$ cat src/hdl/ctrl_pkg.sv
package ctrl_pkg;

    typedef logic [5:0] opcode_t;
    typedef logic [5:0] funct_t;
    typedef logic [2:0] step_t;

    // Opcodes
    localparam opcode_t OPC_RTYPE = 6'h00;
    localparam opcode_t OPC_ADDI  = 6'h08;
    localparam opcode_t OPC_ADDIU = 6'h09;
    localparam opcode_t OPC_LW    = 6'h23;
    localparam opcode_t OPC_SW    = 6'h2b;

    // R-type funct field
    localparam funct_t FN_ADD   = 6'h20;
    localparam funct_t FN_SUB   = 6'h22;
    localparam funct_t FN_AND   = 6'h24;
    localparam funct_t FN_SLT   = 6'h2a;
    localparam funct_t FN_JR    = 6'h08;
    localparam funct_t FN_BREAK = 6'h0d;
    localparam funct_t FN_RTE   = 6'h13;
    localparam funct_t FN_SLL   = 6'h00;
    localparam funct_t FN_SRL   = 6'h02;
    localparam funct_t FN_SRA   = 6'h03;
    localparam funct_t FN_SRAV  = 6'h07;
    localparam funct_t FN_SLLV  = 6'h04;

    typedef enum logic [4:0] {
        ST_RESET,
        ST_FETCH,
        ST_DECODE,
        ST_ALU_R,
        ST_ALU_IMM,
        ST_SLT,
        ST_JR,
        ST_RTE,
        ST_BREAK,
        ST_SHIFT_LOAD,
        ST_SLL,
        ST_SRL,
        ST_SRA,
        ST_SRAV,
        ST_SLLV,
        ST_LW,
        ST_SW,
        ST_CLOSE
    } ctrl_state_t;

    // Lengths of the fixed multi-step phases
    localparam step_t FETCH_STEPS  = 3'd4;
    localparam step_t DECODE_STEPS = 3'd3;
    localparam step_t MEM_STEPS    = 3'd4;

    typedef logic [2:0] alu_op_t;
    localparam alu_op_t ALU_PASS = 3'd0;
    localparam alu_op_t ALU_ADD  = 3'd1;
    localparam alu_op_t ALU_SUB  = 3'd2;
    localparam alu_op_t ALU_AND  = 3'd3;
    localparam alu_op_t ALU_SLT  = 3'd7;

    typedef logic [2:0] pc_src_t;
    localparam pc_src_t PC_SRC_ALU = 3'd1;
    localparam pc_src_t PC_SRC_EPC = 3'd3;

    // Register file write data
    typedef logic [2:0] data_src_t;
    localparam data_src_t DATA_SRC_ALUOUT = 3'd1;
    localparam data_src_t DATA_SRC_SHIFT  = 3'd4;
    localparam data_src_t DATA_SRC_SLT    = 3'd6;

    typedef logic [1:0] reg_dst_t;
    localparam reg_dst_t REG_DST_RT = 2'd0;
    localparam reg_dst_t REG_DST_RD = 2'd1;

    typedef logic [1:0] alu_b_t;
    localparam alu_b_t ALU_B_REG    = 2'd0;
    localparam alu_b_t ALU_B_FOUR   = 2'd1;
    localparam alu_b_t ALU_B_IMM    = 2'd2;
    localparam alu_b_t ALU_B_BRANCH = 2'd3;

    // Memory address source
    typedef logic [2:0] iord_t;
    localparam iord_t IORD_PC     = 3'd0;
    localparam iord_t IORD_ALUOUT = 3'd1;

    typedef logic [2:0] shift_op_t;
    localparam shift_op_t SH_NOP       = 3'd0;
    localparam shift_op_t SH_LOAD      = 3'd1;
    localparam shift_op_t SH_LEFT      = 3'd2;
    localparam shift_op_t SH_RIGHT_LOG = 3'd3;
    localparam shift_op_t SH_RIGHT_ARI = 3'd4;

    // Shifter operand and amount select
    typedef logic [1:0] shift_src_t;
    localparam shift_src_t SHSRC_REG = 2'd0;
    localparam shift_src_t SHSRC_IMM = 2'd1;

    typedef struct packed {
        logic       pc_w;
        logic       mem_w;
        logic       ir_w;
        logic       reg_w;
        logic       reg_ab_w;
        logic       aluout_w;
        logic       mdr_w;
        logic       alu_src_a;
        alu_b_t     alu_src_b;
        alu_op_t    alu_op;
        reg_dst_t   reg_dst;
        data_src_t  data_src;
        pc_src_t    pc_src;
        iord_t      i_or_d;
        shift_op_t  shift_ctrl;
        shift_src_t shift_in_sel;
        shift_src_t shift_n_sel;
    } ctrl_word_t;

endpackage

$ cat src/hdl/instr_decoder.sv
`timescale 1ns/1ps

module instr_decoder (
    input  ctrl_pkg::opcode_t     i_opcode,
    input  ctrl_pkg::funct_t      i_funct,
    output ctrl_pkg::ctrl_state_t o_exec_state
);

    ctrl_pkg::ctrl_state_t rtype_state;

    // R-type class from funct
    always_comb begin
        case (i_funct)
            ctrl_pkg::FN_ADD,
            ctrl_pkg::FN_SUB,
            ctrl_pkg::FN_AND: begin
                rtype_state = ctrl_pkg::ST_ALU_R;
            end
            ctrl_pkg::FN_SLT: begin
                rtype_state = ctrl_pkg::ST_SLT;
            end
            ctrl_pkg::FN_JR: begin
                rtype_state = ctrl_pkg::ST_JR;
            end
            ctrl_pkg::FN_RTE: begin
                rtype_state = ctrl_pkg::ST_RTE;
            end
            ctrl_pkg::FN_BREAK: begin
                rtype_state = ctrl_pkg::ST_BREAK;
            end
            // Immediate shifts share the load step
            ctrl_pkg::FN_SLL,
            ctrl_pkg::FN_SRL,
            ctrl_pkg::FN_SRA: begin
                rtype_state = ctrl_pkg::ST_SHIFT_LOAD;
            end
            ctrl_pkg::FN_SRAV: begin
                rtype_state = ctrl_pkg::ST_SRAV;
            end
            ctrl_pkg::FN_SLLV: begin
                rtype_state = ctrl_pkg::ST_SLLV;
            end
            default: begin
                rtype_state = ctrl_pkg::ST_CLOSE;
            end
        endcase
    end

    always_comb begin
        case (i_opcode)
            ctrl_pkg::OPC_RTYPE: o_exec_state = rtype_state;
            ctrl_pkg::OPC_ADDI,
            ctrl_pkg::OPC_ADDIU: o_exec_state = ctrl_pkg::ST_ALU_IMM;
            ctrl_pkg::OPC_LW:    o_exec_state = ctrl_pkg::ST_LW;
            ctrl_pkg::OPC_SW:    o_exec_state = ctrl_pkg::ST_SW;
            // Unknown opcode runs as a no-op
            default:             o_exec_state = ctrl_pkg::ST_CLOSE;
        endcase
    end

endmodule

$ cat src/hdl/ctrl_sequencer.sv
`timescale 1ns/1ps

module ctrl_sequencer (
    input  logic                  clk,
    input  logic                  reset,
    input  ctrl_pkg::opcode_t     i_opcode,
    input  ctrl_pkg::funct_t      i_funct,
    input  ctrl_pkg::ctrl_state_t i_exec_state,
    output ctrl_pkg::ctrl_state_t o_state,
    output ctrl_pkg::step_t       o_step
);

    ctrl_pkg::ctrl_state_t state_q;
    ctrl_pkg::ctrl_state_t next_state;
    ctrl_pkg::step_t       step_q;
    logic                  last_step;
    logic                  halt;

    // Steps spent in each state
    function automatic ctrl_pkg::step_t state_steps(input ctrl_pkg::ctrl_state_t st);
        case (st)
            ctrl_pkg::ST_FETCH:   return ctrl_pkg::FETCH_STEPS;
            ctrl_pkg::ST_DECODE:  return ctrl_pkg::DECODE_STEPS;
            ctrl_pkg::ST_ALU_R,
            ctrl_pkg::ST_ALU_IMM: return 3'd3;
            ctrl_pkg::ST_SLT,
            ctrl_pkg::ST_BREAK,
            ctrl_pkg::ST_SLL,
            ctrl_pkg::ST_SRL,
            ctrl_pkg::ST_SRA,
            ctrl_pkg::ST_SRAV,
            ctrl_pkg::ST_SLLV:    return 3'd2;
            ctrl_pkg::ST_LW,
            ctrl_pkg::ST_SW:      return ctrl_pkg::MEM_STEPS;
            default:              return 3'd1;
        endcase
    endfunction

    assign last_step = (step_q == state_steps(state_q) - 3'd1);

    // Break parks on its second step until reset
    assign halt = (state_q == ctrl_pkg::ST_BREAK) && last_step;

    always_comb begin
        case (state_q)
            ctrl_pkg::ST_RESET:  next_state = ctrl_pkg::ST_FETCH;
            ctrl_pkg::ST_FETCH:  next_state = ctrl_pkg::ST_DECODE;
            ctrl_pkg::ST_DECODE: next_state = i_exec_state;
            ctrl_pkg::ST_BREAK:  next_state = ctrl_pkg::ST_BREAK;
            ctrl_pkg::ST_CLOSE:  next_state = ctrl_pkg::ST_FETCH;
            ctrl_pkg::ST_SHIFT_LOAD: begin
                case (i_funct)
                    ctrl_pkg::FN_SLL: next_state = ctrl_pkg::ST_SLL;
                    ctrl_pkg::FN_SRL: next_state = ctrl_pkg::ST_SRL;
                    ctrl_pkg::FN_SRA: next_state = ctrl_pkg::ST_SRA;
                    default:          next_state = ctrl_pkg::ST_CLOSE;
                endcase
            end
            // Every execute sequence ends by closing the writes
            default:             next_state = ctrl_pkg::ST_CLOSE;
        endcase
    end

    always_ff @(posedge clk) begin
        if (reset) begin
            state_q <= ctrl_pkg::ST_RESET;
            step_q  <= '0;
        end else if (!halt) begin
            if (last_step) begin
                state_q <= next_state;
                step_q  <= '0;
            end else begin
                step_q <= step_q + 3'd1;
            end
        end
    end

    assign o_state = state_q;
    assign o_step  = step_q;

    a_step_in_range: assert property (
        @(posedge clk) disable iff (reset)
        step_q < state_steps(state_q)
    ) else $error("step counter past the end of the current state");

    a_close_to_fetch: assert property (
        @(posedge clk) disable iff (reset)
        state_q == ctrl_pkg::ST_CLOSE |=> state_q == ctrl_pkg::ST_FETCH
    ) else $error("close state not followed by fetch");

    // lw must dispatch into its own sequence
    a_lw_dispatch: assert property (
        @(posedge clk) disable iff (reset)
        (state_q == ctrl_pkg::ST_DECODE && last_step && i_opcode == ctrl_pkg::OPC_LW)
            |=> state_q == ctrl_pkg::ST_LW
    ) else $error("lw decoded into the wrong execute state");

endmodule

$ cat src/hdl/ctrl_word_gen.sv
`timescale 1ns/1ps

module ctrl_word_gen (
    input  ctrl_pkg::ctrl_state_t i_state,
    input  ctrl_pkg::step_t       i_step,
    output ctrl_pkg::ctrl_word_t  o_ctrl,
    output logic                  o_rst_out
);

    assign o_rst_out = (i_state == ctrl_pkg::ST_RESET);

    always_comb begin
        // Idle word, no writes
        o_ctrl.pc_w         = 1'b0;
        o_ctrl.mem_w        = 1'b0;
        o_ctrl.ir_w         = 1'b0;
        o_ctrl.reg_w        = 1'b0;
        o_ctrl.reg_ab_w     = 1'b0;
        o_ctrl.aluout_w     = 1'b0;
        o_ctrl.mdr_w        = 1'b0;
        o_ctrl.alu_src_a    = 1'b0;
        o_ctrl.alu_src_b    = ctrl_pkg::ALU_B_REG;
        o_ctrl.alu_op       = ctrl_pkg::ALU_PASS;
        o_ctrl.reg_dst      = ctrl_pkg::REG_DST_RT;
        o_ctrl.data_src     = ctrl_pkg::DATA_SRC_ALUOUT;
        o_ctrl.pc_src       = ctrl_pkg::PC_SRC_ALU;
        o_ctrl.i_or_d       = ctrl_pkg::IORD_PC;
        o_ctrl.shift_ctrl   = ctrl_pkg::SH_NOP;
        o_ctrl.shift_in_sel = ctrl_pkg::SHSRC_REG;
        o_ctrl.shift_n_sel  = ctrl_pkg::SHSRC_REG;

        case (i_state)
            ctrl_pkg::ST_FETCH: begin
                // PC + 4 computed while memory reads the instruction
                o_ctrl.alu_src_b = ctrl_pkg::ALU_B_FOUR;
                o_ctrl.alu_op    = ctrl_pkg::ALU_ADD;
                o_ctrl.ir_w      = (i_step == 3'd3);
                o_ctrl.pc_w      = (i_step == 3'd3);
            end
            ctrl_pkg::ST_DECODE: begin
                // Branch target into ALUOut, operands into A and B
                o_ctrl.alu_src_b = ctrl_pkg::ALU_B_BRANCH;
                o_ctrl.alu_op    = ctrl_pkg::ALU_ADD;
                o_ctrl.reg_ab_w  = (i_step == 3'd0);
                o_ctrl.aluout_w  = (i_step == 3'd0);
            end
            ctrl_pkg::ST_ALU_R,
            ctrl_pkg::ST_ALU_IMM: begin
                o_ctrl.alu_src_a = 1'b1;
                o_ctrl.alu_op    = ctrl_pkg::ALU_ADD;
                o_ctrl.aluout_w  = (i_step == 3'd0);
                o_ctrl.reg_w     = (i_step == 3'd2);
                if (i_state == ctrl_pkg::ST_ALU_R) begin
                    o_ctrl.reg_dst = ctrl_pkg::REG_DST_RD;
                end else begin
                    o_ctrl.alu_src_b = ctrl_pkg::ALU_B_IMM;
                end
            end
            ctrl_pkg::ST_SLT: begin
                o_ctrl.alu_src_a = 1'b1;
                o_ctrl.alu_op    = ctrl_pkg::ALU_SLT;
                o_ctrl.data_src  = ctrl_pkg::DATA_SRC_SLT;
                o_ctrl.reg_dst   = ctrl_pkg::REG_DST_RD;
                o_ctrl.reg_w     = (i_step == 3'd0);
            end
            ctrl_pkg::ST_JR: begin
                // Register value passes straight through to PC
                o_ctrl.alu_src_a = 1'b1;
                o_ctrl.pc_w      = 1'b1;
            end
            ctrl_pkg::ST_RTE: begin
                o_ctrl.pc_src = ctrl_pkg::PC_SRC_EPC;
                o_ctrl.pc_w   = 1'b1;
            end
            ctrl_pkg::ST_BREAK: begin
                // Step PC back to the break instruction
                o_ctrl.alu_src_b = ctrl_pkg::ALU_B_FOUR;
                o_ctrl.alu_op    = ctrl_pkg::ALU_SUB;
                o_ctrl.pc_w      = (i_step == 3'd0);
            end
            ctrl_pkg::ST_SHIFT_LOAD,
            ctrl_pkg::ST_SLL,
            ctrl_pkg::ST_SRL,
            ctrl_pkg::ST_SRA: begin
                // rt and shamt feed the shifter
                o_ctrl.shift_in_sel = ctrl_pkg::SHSRC_IMM;
                o_ctrl.shift_n_sel  = ctrl_pkg::SHSRC_IMM;
                o_ctrl.data_src     = ctrl_pkg::DATA_SRC_SHIFT;
                o_ctrl.reg_dst      = ctrl_pkg::REG_DST_RD;
                if (i_state == ctrl_pkg::ST_SHIFT_LOAD) begin
                    o_ctrl.shift_ctrl = ctrl_pkg::SH_LOAD;
                end else if (i_step == 3'd0) begin
                    if (i_state == ctrl_pkg::ST_SLL) begin
                        o_ctrl.shift_ctrl = ctrl_pkg::SH_LEFT;
                    end else if (i_state == ctrl_pkg::ST_SRL) begin
                        o_ctrl.shift_ctrl = ctrl_pkg::SH_RIGHT_LOG;
                    end else begin
                        o_ctrl.shift_ctrl = ctrl_pkg::SH_RIGHT_ARI;
                    end
                end else begin
                    o_ctrl.reg_w = 1'b1;
                end
            end
            ctrl_pkg::ST_SRAV,
            ctrl_pkg::ST_SLLV: begin
                o_ctrl.data_src = ctrl_pkg::DATA_SRC_SHIFT;
                o_ctrl.reg_dst  = ctrl_pkg::REG_DST_RD;
                if (i_step == 3'd0) begin
                    o_ctrl.shift_ctrl = ctrl_pkg::SH_LOAD;
                end else begin
                    o_ctrl.reg_w      = 1'b1;
                    o_ctrl.shift_ctrl = (i_state == ctrl_pkg::ST_SRAV) ?
                                        ctrl_pkg::SH_RIGHT_ARI : ctrl_pkg::SH_LEFT;
                end
            end
            ctrl_pkg::ST_LW,
            ctrl_pkg::ST_SW: begin
                // Base plus offset addresses memory
                o_ctrl.alu_src_a = 1'b1;
                o_ctrl.alu_src_b = ctrl_pkg::ALU_B_IMM;
                o_ctrl.alu_op    = ctrl_pkg::ALU_ADD;
                o_ctrl.i_or_d    = ctrl_pkg::IORD_ALUOUT;
                o_ctrl.mdr_w     = 1'b1;
                o_ctrl.mem_w     = (i_state == ctrl_pkg::ST_SW) && (i_step == 3'd3);
                o_ctrl.reg_w     = (i_state == ctrl_pkg::ST_LW) && (i_step == 3'd3);
            end
            default: begin
            end
        endcase
    end

    always_comb begin
        assert (!(o_ctrl.mem_w && o_ctrl.reg_w))
            else $error("mem_w and reg_w high in the same cycle");
        assert (!o_ctrl.ir_w || o_ctrl.pc_w)
            else $error("ir_w without pc_w");
    end

endmodule

$ cat src/hdl/ctrl_unit.sv
`timescale 1ns/1ps

module ctrl_unit (
    input  logic       clk,
    input  logic       reset,
    input  logic [5:0] i_opcode,
    input  logic [5:0] i_funct,
    output logic       o_pc_w,
    output logic       o_mem_w,
    output logic       o_ir_w,
    output logic       o_reg_w,
    output logic       o_reg_ab_w,
    output logic       o_aluout_w,
    output logic       o_mdr_w,
    output logic       o_alu_src_a,
    output logic [1:0] o_alu_src_b,
    output logic [2:0] o_alu_op,
    output logic [1:0] o_reg_dst,
    output logic [2:0] o_data_src,
    output logic [2:0] o_pc_src,
    output logic [2:0] o_i_or_d,
    output logic [2:0] o_shift_ctrl,
    output logic [1:0] o_shift_in_sel,
    output logic [1:0] o_shift_n_sel,
    output logic       o_rst_out
);

    ctrl_pkg::ctrl_state_t exec_state;
    ctrl_pkg::ctrl_state_t state;
    ctrl_pkg::step_t       step;
    ctrl_pkg::ctrl_word_t  ctrl;

    instr_decoder instr_decoder_inst (
        .i_opcode     (i_opcode),
        .i_funct      (i_funct),
        .o_exec_state (exec_state)
    );

    ctrl_sequencer ctrl_sequencer_inst (
        .clk          (clk),
        .reset        (reset),
        .i_opcode     (i_opcode),
        .i_funct      (i_funct),
        .i_exec_state (exec_state),
        .o_state      (state),
        .o_step       (step)
    );

    ctrl_word_gen ctrl_word_gen_inst (
        .i_state   (state),
        .i_step    (step),
        .o_ctrl    (ctrl),
        .o_rst_out (o_rst_out)
    );

    // Control word fields onto individual pins
    assign o_pc_w         = ctrl.pc_w;
    assign o_mem_w        = ctrl.mem_w;
    assign o_ir_w         = ctrl.ir_w;
    assign o_reg_w        = ctrl.reg_w;
    assign o_reg_ab_w     = ctrl.reg_ab_w;
    assign o_aluout_w     = ctrl.aluout_w;
    assign o_mdr_w        = ctrl.mdr_w;
    assign o_alu_src_a    = ctrl.alu_src_a;
    assign o_alu_src_b    = ctrl.alu_src_b;
    assign o_alu_op       = ctrl.alu_op;
    assign o_reg_dst      = ctrl.reg_dst;
    assign o_data_src     = ctrl.data_src;
    assign o_pc_src       = ctrl.pc_src;
    assign o_i_or_d       = ctrl.i_or_d;
    assign o_shift_ctrl   = ctrl.shift_ctrl;
    assign o_shift_in_sel = ctrl.shift_in_sel;
    assign o_shift_n_sel  = ctrl.shift_n_sel;

endmodule

$ cat config.mk
export PLATFORM = sky130hd
export DESIGN_NAME = ctrl_unit
export DESIGN_NICKNAME = d
export VERILOG_FILES = /design/src/hdl/ctrl_pkg.sv /design/src/hdl/instr_decoder.sv /design/src/hdl/ctrl_sequencer.sv /design/src/hdl/ctrl_word_gen.sv /design/src/hdl/ctrl_unit.sv
export SDC_FILE = /design/constraint.sdc
export NUM_CORES = 1
export LEC_CHECK = 0
export BUFFER_PORTS_ARGS = -buffer_cell sky130_fd_sc_hd__buf_4
export CAP_MARGIN = 40
export CORE_MARGIN = 5
export CORE_UTILIZATION = 58
export CTS_CLUSTER_SIZE = 8
export DETAILED_ROUTE_END_ITERATION = 6
export GPL_TIMING_DRIVEN = 0
export PLACE_DENSITY_LB_ADDON = 0.1
export SYNTH_ARGS = -nofsm -noshare
export SYNTH_HDL_FRONTEND = slang
export SYNTH_SLANG_ARGS = --single-unit
$ cat constraint.sdc
create_clock -name clk -period 5.1 [get_ports clk]
set_input_delay 1.53 -clock clk [delete_from_list [all_inputs] [get_ports clk]]
set_output_delay 1.53 -clock clk [all_outputs]
set_load 0.05 [all_outputs]
==> results of run 1 <==
## placed cells by master, fill, tap and decap left out, types with 7 or more instances in the layout
cell	count
sky130_fd_sc_hd__dfxtp_1	11
sky130_fd_sc_hd__nor3_1	16
sky130_fd_sc_hd__conb_1	7
sky130_fd_sc_hd__a21oi_1	17
sky130_fd_sc_hd__o21ai_0	13
sky130_fd_sc_hd__nand2_1	20
sky130_fd_sc_hd__buf_4	46
sky130_fd_sc_hd__clkbuf_1	12
sky130_fd_sc_hd__nor2_1	23
sky130_fd_sc_hd__inv_1	13
## report_power, final
part	switching [W]	internal, W	leakage [nW]	total (W)
clock	0.0000284	0.0000303	0.0150	0.0000587
combinational	0.000399	0.000248	0.843	0.000647
sequential	0.0000180	0.000111	0.0901	0.000129
total	0.000445	0.000389	0.948	0.000835
## metal layers
layer / global-route usage (%) / routed length [um] / vias up
met1: 28.4 / 2000 / 871
met2: 37.0 / 2130 / 60
met3: 3.23 / 289 / 5
met5: 0 / 0 / -
li1: - / - / 996
met4: 5.18 / 40 / 0
## kinds of logic after synthesis
logic type | after synthesis
compound gates | 67
other cells | 2
buf+inv | 45
flops | 11
fa+ha+maj | 5
simple gates | 115
xor+xnor | 11
mux | 1
## tightest hold or removal path: stages (launching register included)
cell,delay [ns]
sky130_fd_sc_hd__dfxtp_1,0.34
sky130_fd_sc_hd__inv_1,0.12
sky130_fd_sc_hd__a21oi_1,0.08
sky130_fd_sc_hd__nor2_1,0.07
## metrics by stage
step / worst slack [ns] / utilization [%]
after floorplan: 0.0304 / -
after global placement: 1.64 / 71.0
after detailed placement: 1.64 / 71.0
after CTS: 1.34 / 71.9
after global routing: 1.17 / 71.9
final: 1.35 / 71.9
## layout make-up
| class | instances | area [um^2] |
|---|---|---|
| multi-input combinational | 206 | 1350 |
| inverter | 14 | 52.6 |
| clock buffer | 4 | 26.3 |
| buffer | 31 | 198 |
| tap | 44 | 55.1 |
| timing repair buffer | 36 | 270 |
| fill | 257 | 852 |
| sequential | 11 | 220 |
## final timing paths
kind              depth (start not counted)                                         end  slack [ns]                                         from
setup / recovery                          6                                o_reg_dst[0]        1.35  ctrl_sequencer_inst.o_state[3]$_SDFFE_PP0P_
setup reg to reg                         10                                        flop        2.71                                         flop
hold / removal                            3  ctrl_sequencer_inst.o_step[0]$_SDFFE_PP0N_        0.65   ctrl_sequencer_inst.o_step[0]$_SDFFE_PP0N_
hold reg to reg                           3  ctrl_sequencer_inst.o_step[0]$_SDFFE_PP0N_        0.65   ctrl_sequencer_inst.o_step[0]$_SDFFE_PP0N_
==> impl_summary.log, run 1 <==
INFO  metric power_leakage = 0.948 nW
INFO  metric clk_root_buffer_cell = sky130_fd_sc_hd__clkbuf_4
INFO  metric floorplan.io_pins = 46
INFO  metric dr_total_vias = 1932
INFO  metric synth-compound-area-share = 25.5%
INFO  metric grt_first_pass_wirelength = 7.65 mm
INFO  metric cts_htree_levels = 1
INFO  metric outcome = completed
INFO  metric rsz0062_at_grt = false
INFO  metric finalHoldWorstSlack = 0.648 ns
INFO  metric synth_cell_types = 69
INFO  metric post_synth_fa_ha_maj_area_fraction = 3.47%
INFO  metric drt_wl_total = 4.46 mm
INFO  metric post-place-cells = 342
INFO  metric timing.final.crit_period = 3.75 ns
INFO  metric grt_max_degree = 11
INFO  metric synth_area = 1810 um^2
INFO  metric clock_pin_slew_of_the_registers_on_the_worst_case_setup_and_hold_paths = 0.07 ns
INFO  metric cts_buffer_depth = 2
INFO  metric post-synth-top-area-cell = sky130_fd_sc_hd__dfxtp_1
INFO  metric globalRouteOverflowTotal = 0
INFO  metric detail_route.wl_per_cell = 12.9 um
INFO  metric worstPathCellList = buf_6 > clkbuf_1 > clkbuf_1 > nand2_1 > a2111oi_0 > buf_4
INFO  metric synth.ff_latch_count = 11
INFO  metric grtUsageTotal = 21.7%
INFO  metric avgViaCountPerCell = 5.58
INFO  metric final-max-slew-violation-count = 0
INFO  metric via_count_of_the_first_global_routing_pass = 1730
INFO  metric antenna_cells_inserted = 0
INFO  metric fp-row-count = 20
INFO  metric gp_congestion = 0.891
INFO  metric synth_top_flop_cell = sky130_fd_sc_hd__dfxtp_1
INFO  metric total_negative_slack_for_setup_checks = 0 ns
INFO  metric detailedRoute.firstPassIterationCount = 4
INFO  metric cts.hold.buffers_added = 0
INFO  metric timing.fmax = 267 MHz
INFO  metric cts_resized = 0
INFO  metric setup_violations = 0
INFO  metric remaining_drc_errors = 0
INFO  metric clock_latency = 0.27 ns
INFO  metric req_time_crit_path = 3.57 ns
INFO  metric syn-mean-instance-area = 7.03 um^2
INFO  metric maxCapViolations = 0
INFO  metric synth_common_cells = 23 x sky130_fd_sc_hd__nor2_1, 20 x sky130_fd_sc_hd__nand2_1, 17 x sky130_fd_sc_hd__a21oi_1
INFO  metric asyncSetResetFlopFracSynth = 0%
INFO  metric yosys_warnings = 0
INFO  metric cts_made_buffers = 3
INFO  metric number_of_standard_cells_after_synthesis = 257
INFO  metric synth-simple-area-share = 37.9%
INFO  metric ant_nets = 0
INFO  metric hold_violations = 0
INFO  metric post-dp-hpwl = 3.57 mm
INFO  metric dieArea = 4330 um^2
INFO  metric start_kind = flop
INFO  metric post_layout_nonfiller_instances = 346
INFO  metric synth-seq-area-share = 12.2%
INFO  metric clock-sinks = 11
INFO  metric critPathBufInv = 4
INFO  metric cts.repair_timing.setup_buffer_count = 0
INFO  metric post-layout-total-power = 0.000835 W
INFO  metric synth_xor_xnor_area_share = 6.10%
INFO  metric post_route_cells_drive_above_1_share = 27.8%
INFO  metric cp_max_fo = 10
INFO  metric skew = 0.00262 ns
INFO  metric yosys.cell_count.top_type = sky130_fd_sc_hd__nor2_1
INFO  metric yosys-top-cells-area = sky130_fd_sc_hd__dfxtp_1 12%, sky130_fd_sc_hd__nor2_1 4.8%, sky130_fd_sc_hd__a21oi_1 4.7%
INFO  metric critPathCaptureType = primary output
INFO  metric initial_core_util = 59.6%
INFO  metric worst_path_most_repeated_cell = sky130_fd_sc_hd__clkbuf_1
INFO  metric post_place_cell_area = 2150 um^2
INFO  metric synth.mux.area_fraction = 0.554%
INFO  metric fin_crit_sh = 73.6%
INFO  metric core_area = 3030 um^2
INFO  metric criticalPathCategory = flop to primary output
INFO  metric synth_top_cell_area_share = 12.2%
INFO  metric cts_tree = built
INFO  metric hold_class = flop to flop
INFO  metric power_per_cell_area = 384 nW/um^2
INFO  metric crit_path_top_delay_cell = sky130_fd_sc_hd__a2111oi_0
INFO  metric num-nets-final = 322
INFO  metric die_w = 65.8 um
INFO  metric worst_endpoint_data_arrival_time = 2.22 ns
INFO  metric io_buffers = 36
INFO  metric max_vdd_drop = 0.185 mV
INFO  metric finish.instance_area = 2180 um^2
INFO  metric synth_enable_flop_cells = 0
INFO  metric cpLargestDelayFamily = buffers and inverters
INFO  metric timing.critical_path.slowest_cell_delay = 0.44 ns
INFO  metric initialDrtViolationCount = 152
INFO  metric grt_antenna_before_repair = 0
INFO  metric chipHeight = 65.8 um
INFO  metric dominant_combinational_cell_family_by_area_after_synthesis = simple AND/OR/NAND/NOR gates
INFO  metric area_growth_syn_to_layout = 20.5%
Power figures use the tool's default switching activity.
==> run 2, diff against run 1 <==
- ABC_AREA: unset -> 1
- CORE_UTILIZATION: 58 -> 47
- clock period: 5.1 -> 3.1 ns (I/O delays scaled with it)
==> run 2 against run 1 <==
Compared with the run above:
- final cell count up 5.8%
- via count down 14%
- global-route usage is 4.8 points lower
- critical path type unchanged
==> impl_summary.log, run 2 <==
INFO  metric synth_top_flop_cell = sky130_fd_sc_hd__dfxtp_1
INFO  metric number_of_standard_cells_after_synthesis = 275 (+7.0%)
INFO  metric power_per_cell_area = 742 nW/um^2 (+94%)
INFO  metric clock_pin_slew_of_the_registers_on_the_worst_case_setup_and_hold_paths = 0.08 ns (about the same)
INFO  metric req_time_crit_path = 2.17 ns (-1.40 ns)
INFO  metric antenna_cells_inserted = 0 (unchanged)
INFO  metric initialDrtViolationCount = 74 (-51%)
INFO  metric crit_path_top_delay_cell = sky130_fd_sc_hd__dfxtp_1
INFO  metric hold_violations = 0 (unchanged)
INFO  metric grt_max_degree = 9 (-2)
INFO  metric synth-seq-area-share = 14.5% (+2.3 points)
INFO  metric setup_violations = 0 (unchanged)
INFO  metric final-max-slew-violation-count = 0 (unchanged)
INFO  metric floorplan.io_pins = 46 (unchanged)
INFO  metric die_w = 66.8 um (+1.5%)
INFO  metric globalRouteOverflowTotal = 0 (unchanged)
INFO  metric worst_endpoint_data_arrival_time = 1.83 ns (-0.39 ns)
INFO  metric detailedRoute.firstPassIterationCount = 4 (unchanged)
INFO  metric cts_resized = 0 (unchanged)
INFO  metric power_frac_clock = 7.1% (about the same)
INFO  metric placement.setup.worst_slack = 0.640 ns (-1.00 ns)
INFO  metric power_leakage = 1.14 nW (+20%)
INFO  metric pwr-share-comb = 77.1% (-0.5 points)
INFO  metric sw_frac_of_total = 59.6% (+6.3 points)
INFO  metric clock_latency = 0.27 ns (about the same)
INFO  metric outcome = completed
INFO  metric synth_cell_types = 29 (-58%)
INFO  metric detail_route.wl_per_cell = 9.64 um (-25%)
INFO  metric timing.final.ws_setup = 0.341 ns (-1.01 ns)
INFO  metric critPathCaptureType = primary output
INFO  metric p_seq_share = 15.8% (+0.4 points)
INFO  metric mostFrequentLayoutCell = sky130_fd_sc_hd__nand2_1
INFO  metric fp-row-count = 20 (unchanged)
INFO  metric grt_first_pass_wirelength = 6.02 mm (-21%)
INFO  metric synth_area = 1520 um^2 (-16%)
INFO  metric timing.fmax = 362 MHz
INFO  metric clock-sinks = 11 (unchanged)
INFO  metric core_area = 3080 um^2 (+1.7%)
INFO  metric num-nets-final = 342 (+6.2%)
INFO  metric post-dp-hpwl = 3.02 mm (-15%)
INFO  metric fin_crit_sh = 89.0%
INFO  metric cts_made_buffers = 3 (unchanged)
INFO  metric internal-power = 0.000572 W (+47%)
INFO  metric remaining_drc_errors = 0 (unchanged)
INFO  metric timing.final.crit_period = 2.76 ns
INFO  metric cts_htree_levels = 1 (unchanged)
INFO  metric timing.hold.worst_path_depth = 2 (-1)
INFO  metric cp_max_fo = 4 (-6)
INFO  metric yosys-top-cells-area = sky130_fd_sc_hd__nand2_1 20%, sky130_fd_sc_hd__dfxtp_1 15%, sky130_fd_sc_hd__inv_1 11%
INFO  metric max_vdd_drop = 0.446 mV (+140%)
INFO  metric area_growth_syn_to_layout = 26.0%
INFO  metric skew = 0.00267 ns (+0.0000458 ns)
INFO  metric initial_core_util = 49.2% (-10 points)
INFO  metric ant_nets = 0 (unchanged)
INFO  metric clk_root_buffer_cell = sky130_fd_sc_hd__clkbuf_4
INFO  metric via_count_of_the_first_global_routing_pass = 1449 (-16%)
INFO  metric synth_common_cells = 82 x sky130_fd_sc_hd__nand2_1, 45 x sky130_fd_sc_hd__inv_1, 39 x sky130_fd_sc_hd__nor2_1
INFO  metric layout_common_cells = 82 x sky130_fd_sc_hd__nand2_1, 47 x sky130_fd_sc_hd__buf_4, 45 x sky130_fd_sc_hd__inv_1, 38 x sky130_fd_sc_hd__nor2_1, 26 x sky130_fd_sc_hd__nand3_1
INFO  metric start_kind = flop
INFO  metric avgViaCountPerCell = 4.54 (-19%)
INFO  metric ff2ff_path_depth = 17 (+7)
INFO  metric post_route_cells_drive_above_1_share = 25.5% (-2.3 points)
INFO  metric synth_enable_flop_cells = 0 (unchanged)
INFO  metric timing.critical_path.slowest_cell_delay = 0.42 ns (-0.02 ns)
INFO  metric maxCapViolations = 0 (unchanged)
INFO  metric dr_total_vias = 1662 (-14%)
INFO  metric cts.repair_timing.setup_buffer_count = 0 (unchanged)
INFO  metric yosys.cell_count.top_type = sky130_fd_sc_hd__nand2_1
INFO  metric cts_buffer_depth = 2 (unchanged)
INFO  metric dieArea = 4460 um^2 (+3.0%)
INFO  metric hold_class = flop to flop
INFO  metric cts_tree = built
INFO  metric drt_wl_total = 3.53 mm (-21%)
INFO  metric cts.hold.buffers_added = 0 (unchanged)
INFO  metric yosys_warnings = 0 (unchanged)
INFO  metric finish.instance_area = 1910 um^2 (-12%)
INFO  metric gp_congestion = 0.927 (+4.1%)
INFO  metric post_place_cell_area = 1880 um^2 (-12%)
INFO  metric grt_antenna_before_repair = 0 (unchanged)
INFO  metric syn-mean-instance-area = 5.51 um^2 (-22%)
INFO  metric criticalPathCategory = flop to primary output
INFO  metric chipHeight = 66.8 um (+1.5%)
INFO  metric synth.ff_latch_count = 11 (unchanged)
INFO  metric synth_top_cell_area_share = 20.3% (+8.1 points)
INFO  metric worstPathCellList = inv_2 > nor2_4 > inv_1 > nor2_1 > inv_1 > o21ai_1 > nor2_1 > nand2_1 > buf_4
INFO  metric io_buffers = 38 (+5.6%)
INFO  metric num-fill-cells = 330 (+28%)
INFO  metric rsz0062_at_grt = false
INFO  metric asyncSetResetFlopFracSynth = 0% (unchanged)
INFO  metric grtUsageTotal = 16.8% (-4.8 points)
INFO  metric power_switching = 0.000845 W (+90%)
INFO  metric post-synth-top-area-cell = sky130_fd_sc_hd__nand2_1
run 2: routing by layer:
metal / GRT usage (%) / routed length [um] / up-vias
li1: - / - / 927
met1: 22.0 / 1690 / 684
met2: 28.5 / 1540 / 49
met3: 3.54 / 285 / 2
met4: 3.30 / 17 / 0
met5: 0 / 0 / -
run 2: layout make-up:
class / instances / area (um^2) / area share (%)
Clock inverter: 1 / 5.00 / 0.262
Tap cell: 44 / 55.1 / 2.88
Multi-Input combinational cell: 208 / 1060 / 55.3
Inverter: 52 / 198 / 10.4
Buffer: 9 / 67.6 / 3.54
Clock buffer: 3 / 22.5 / 1.18
Timing Repair Buffer: 38 / 285 / 14.9
Sequential cell: 11 / 220 / 11.5
run 2: power by group through the flow:
stage | registers, W | logic [W] | clock network [W]
after floorplan | 0.000219 | 0.000873 | 0
after global placement | 0.000227 | 0.00109 | 0
after detailed placement | 0.000228 | 0.00110 | 0
after CTS | 0.000225 | 0.00111 | 0.000104
after global routing | 0.000232 | 0.00122 | 0.000111
final | 0.000224 | 0.00109 | 0.000100
run 2: kinds of logic after synthesis:
kind of cell    synth area share [%]
xor+xnor                        1.16
other cells                    0.496
compound gates                  8.59
buf+inv                         17.5
flops                           14.5
fa+ha+maj                       4.13
simple gates                    53.6
run 2: metrics by stage:
step / total power [W] / hold slack, ns / TNS [ns] / instances / util, %
final: 0.00142 / 0.490 / 0 / 366 / 62.0
after global routing: 0.00156 / 0.531 / 0 / 366 / 62.0
after CTS: 0.00143 / 0.493 / 0 / 366 / 62.0
after detailed placement: 0.00133 / 0.482 / 0 / 362 / 61.1
after global placement: 0.00132 / 0.469 / 0 / 362 / 61.1
after floorplan: 0.00109 / 0.447 / -0.405 / 280 / -
run 2: worst paths after layout:
| kind | startpoint | end | slack (ns) |
|---|---|---|---|
| worst min register to register | ctrl_sequencer_inst.o_step[2]$_SDFFE_PP0N_ | ctrl_sequencer_inst.o_step[2]$_SDFFE_PP0N_ | 0.49 |
| worst max register to register | flop | flop | 1.04 |
| worst min-delay path | ctrl_sequencer_inst.o_step[2]$_SDFFE_PP0N_ | ctrl_sequencer_inst.o_step[2]$_SDFFE_PP0N_ | 0.49 |
| worst max-delay path | ctrl_sequencer_inst.o_state[1]$_SDFFE_PP0P_ | o_alu_op[0] | 0.34 |
run 2: worst max-delay path, delay by kind of cell (launching register included):
kind	cells	cell delay, ns
AND/OR/NAND/NOR	4	0.47
buffers and inverters	4	0.42
flip-flops	1	0.42
AO/OA/AOI/OAI	1	0.25
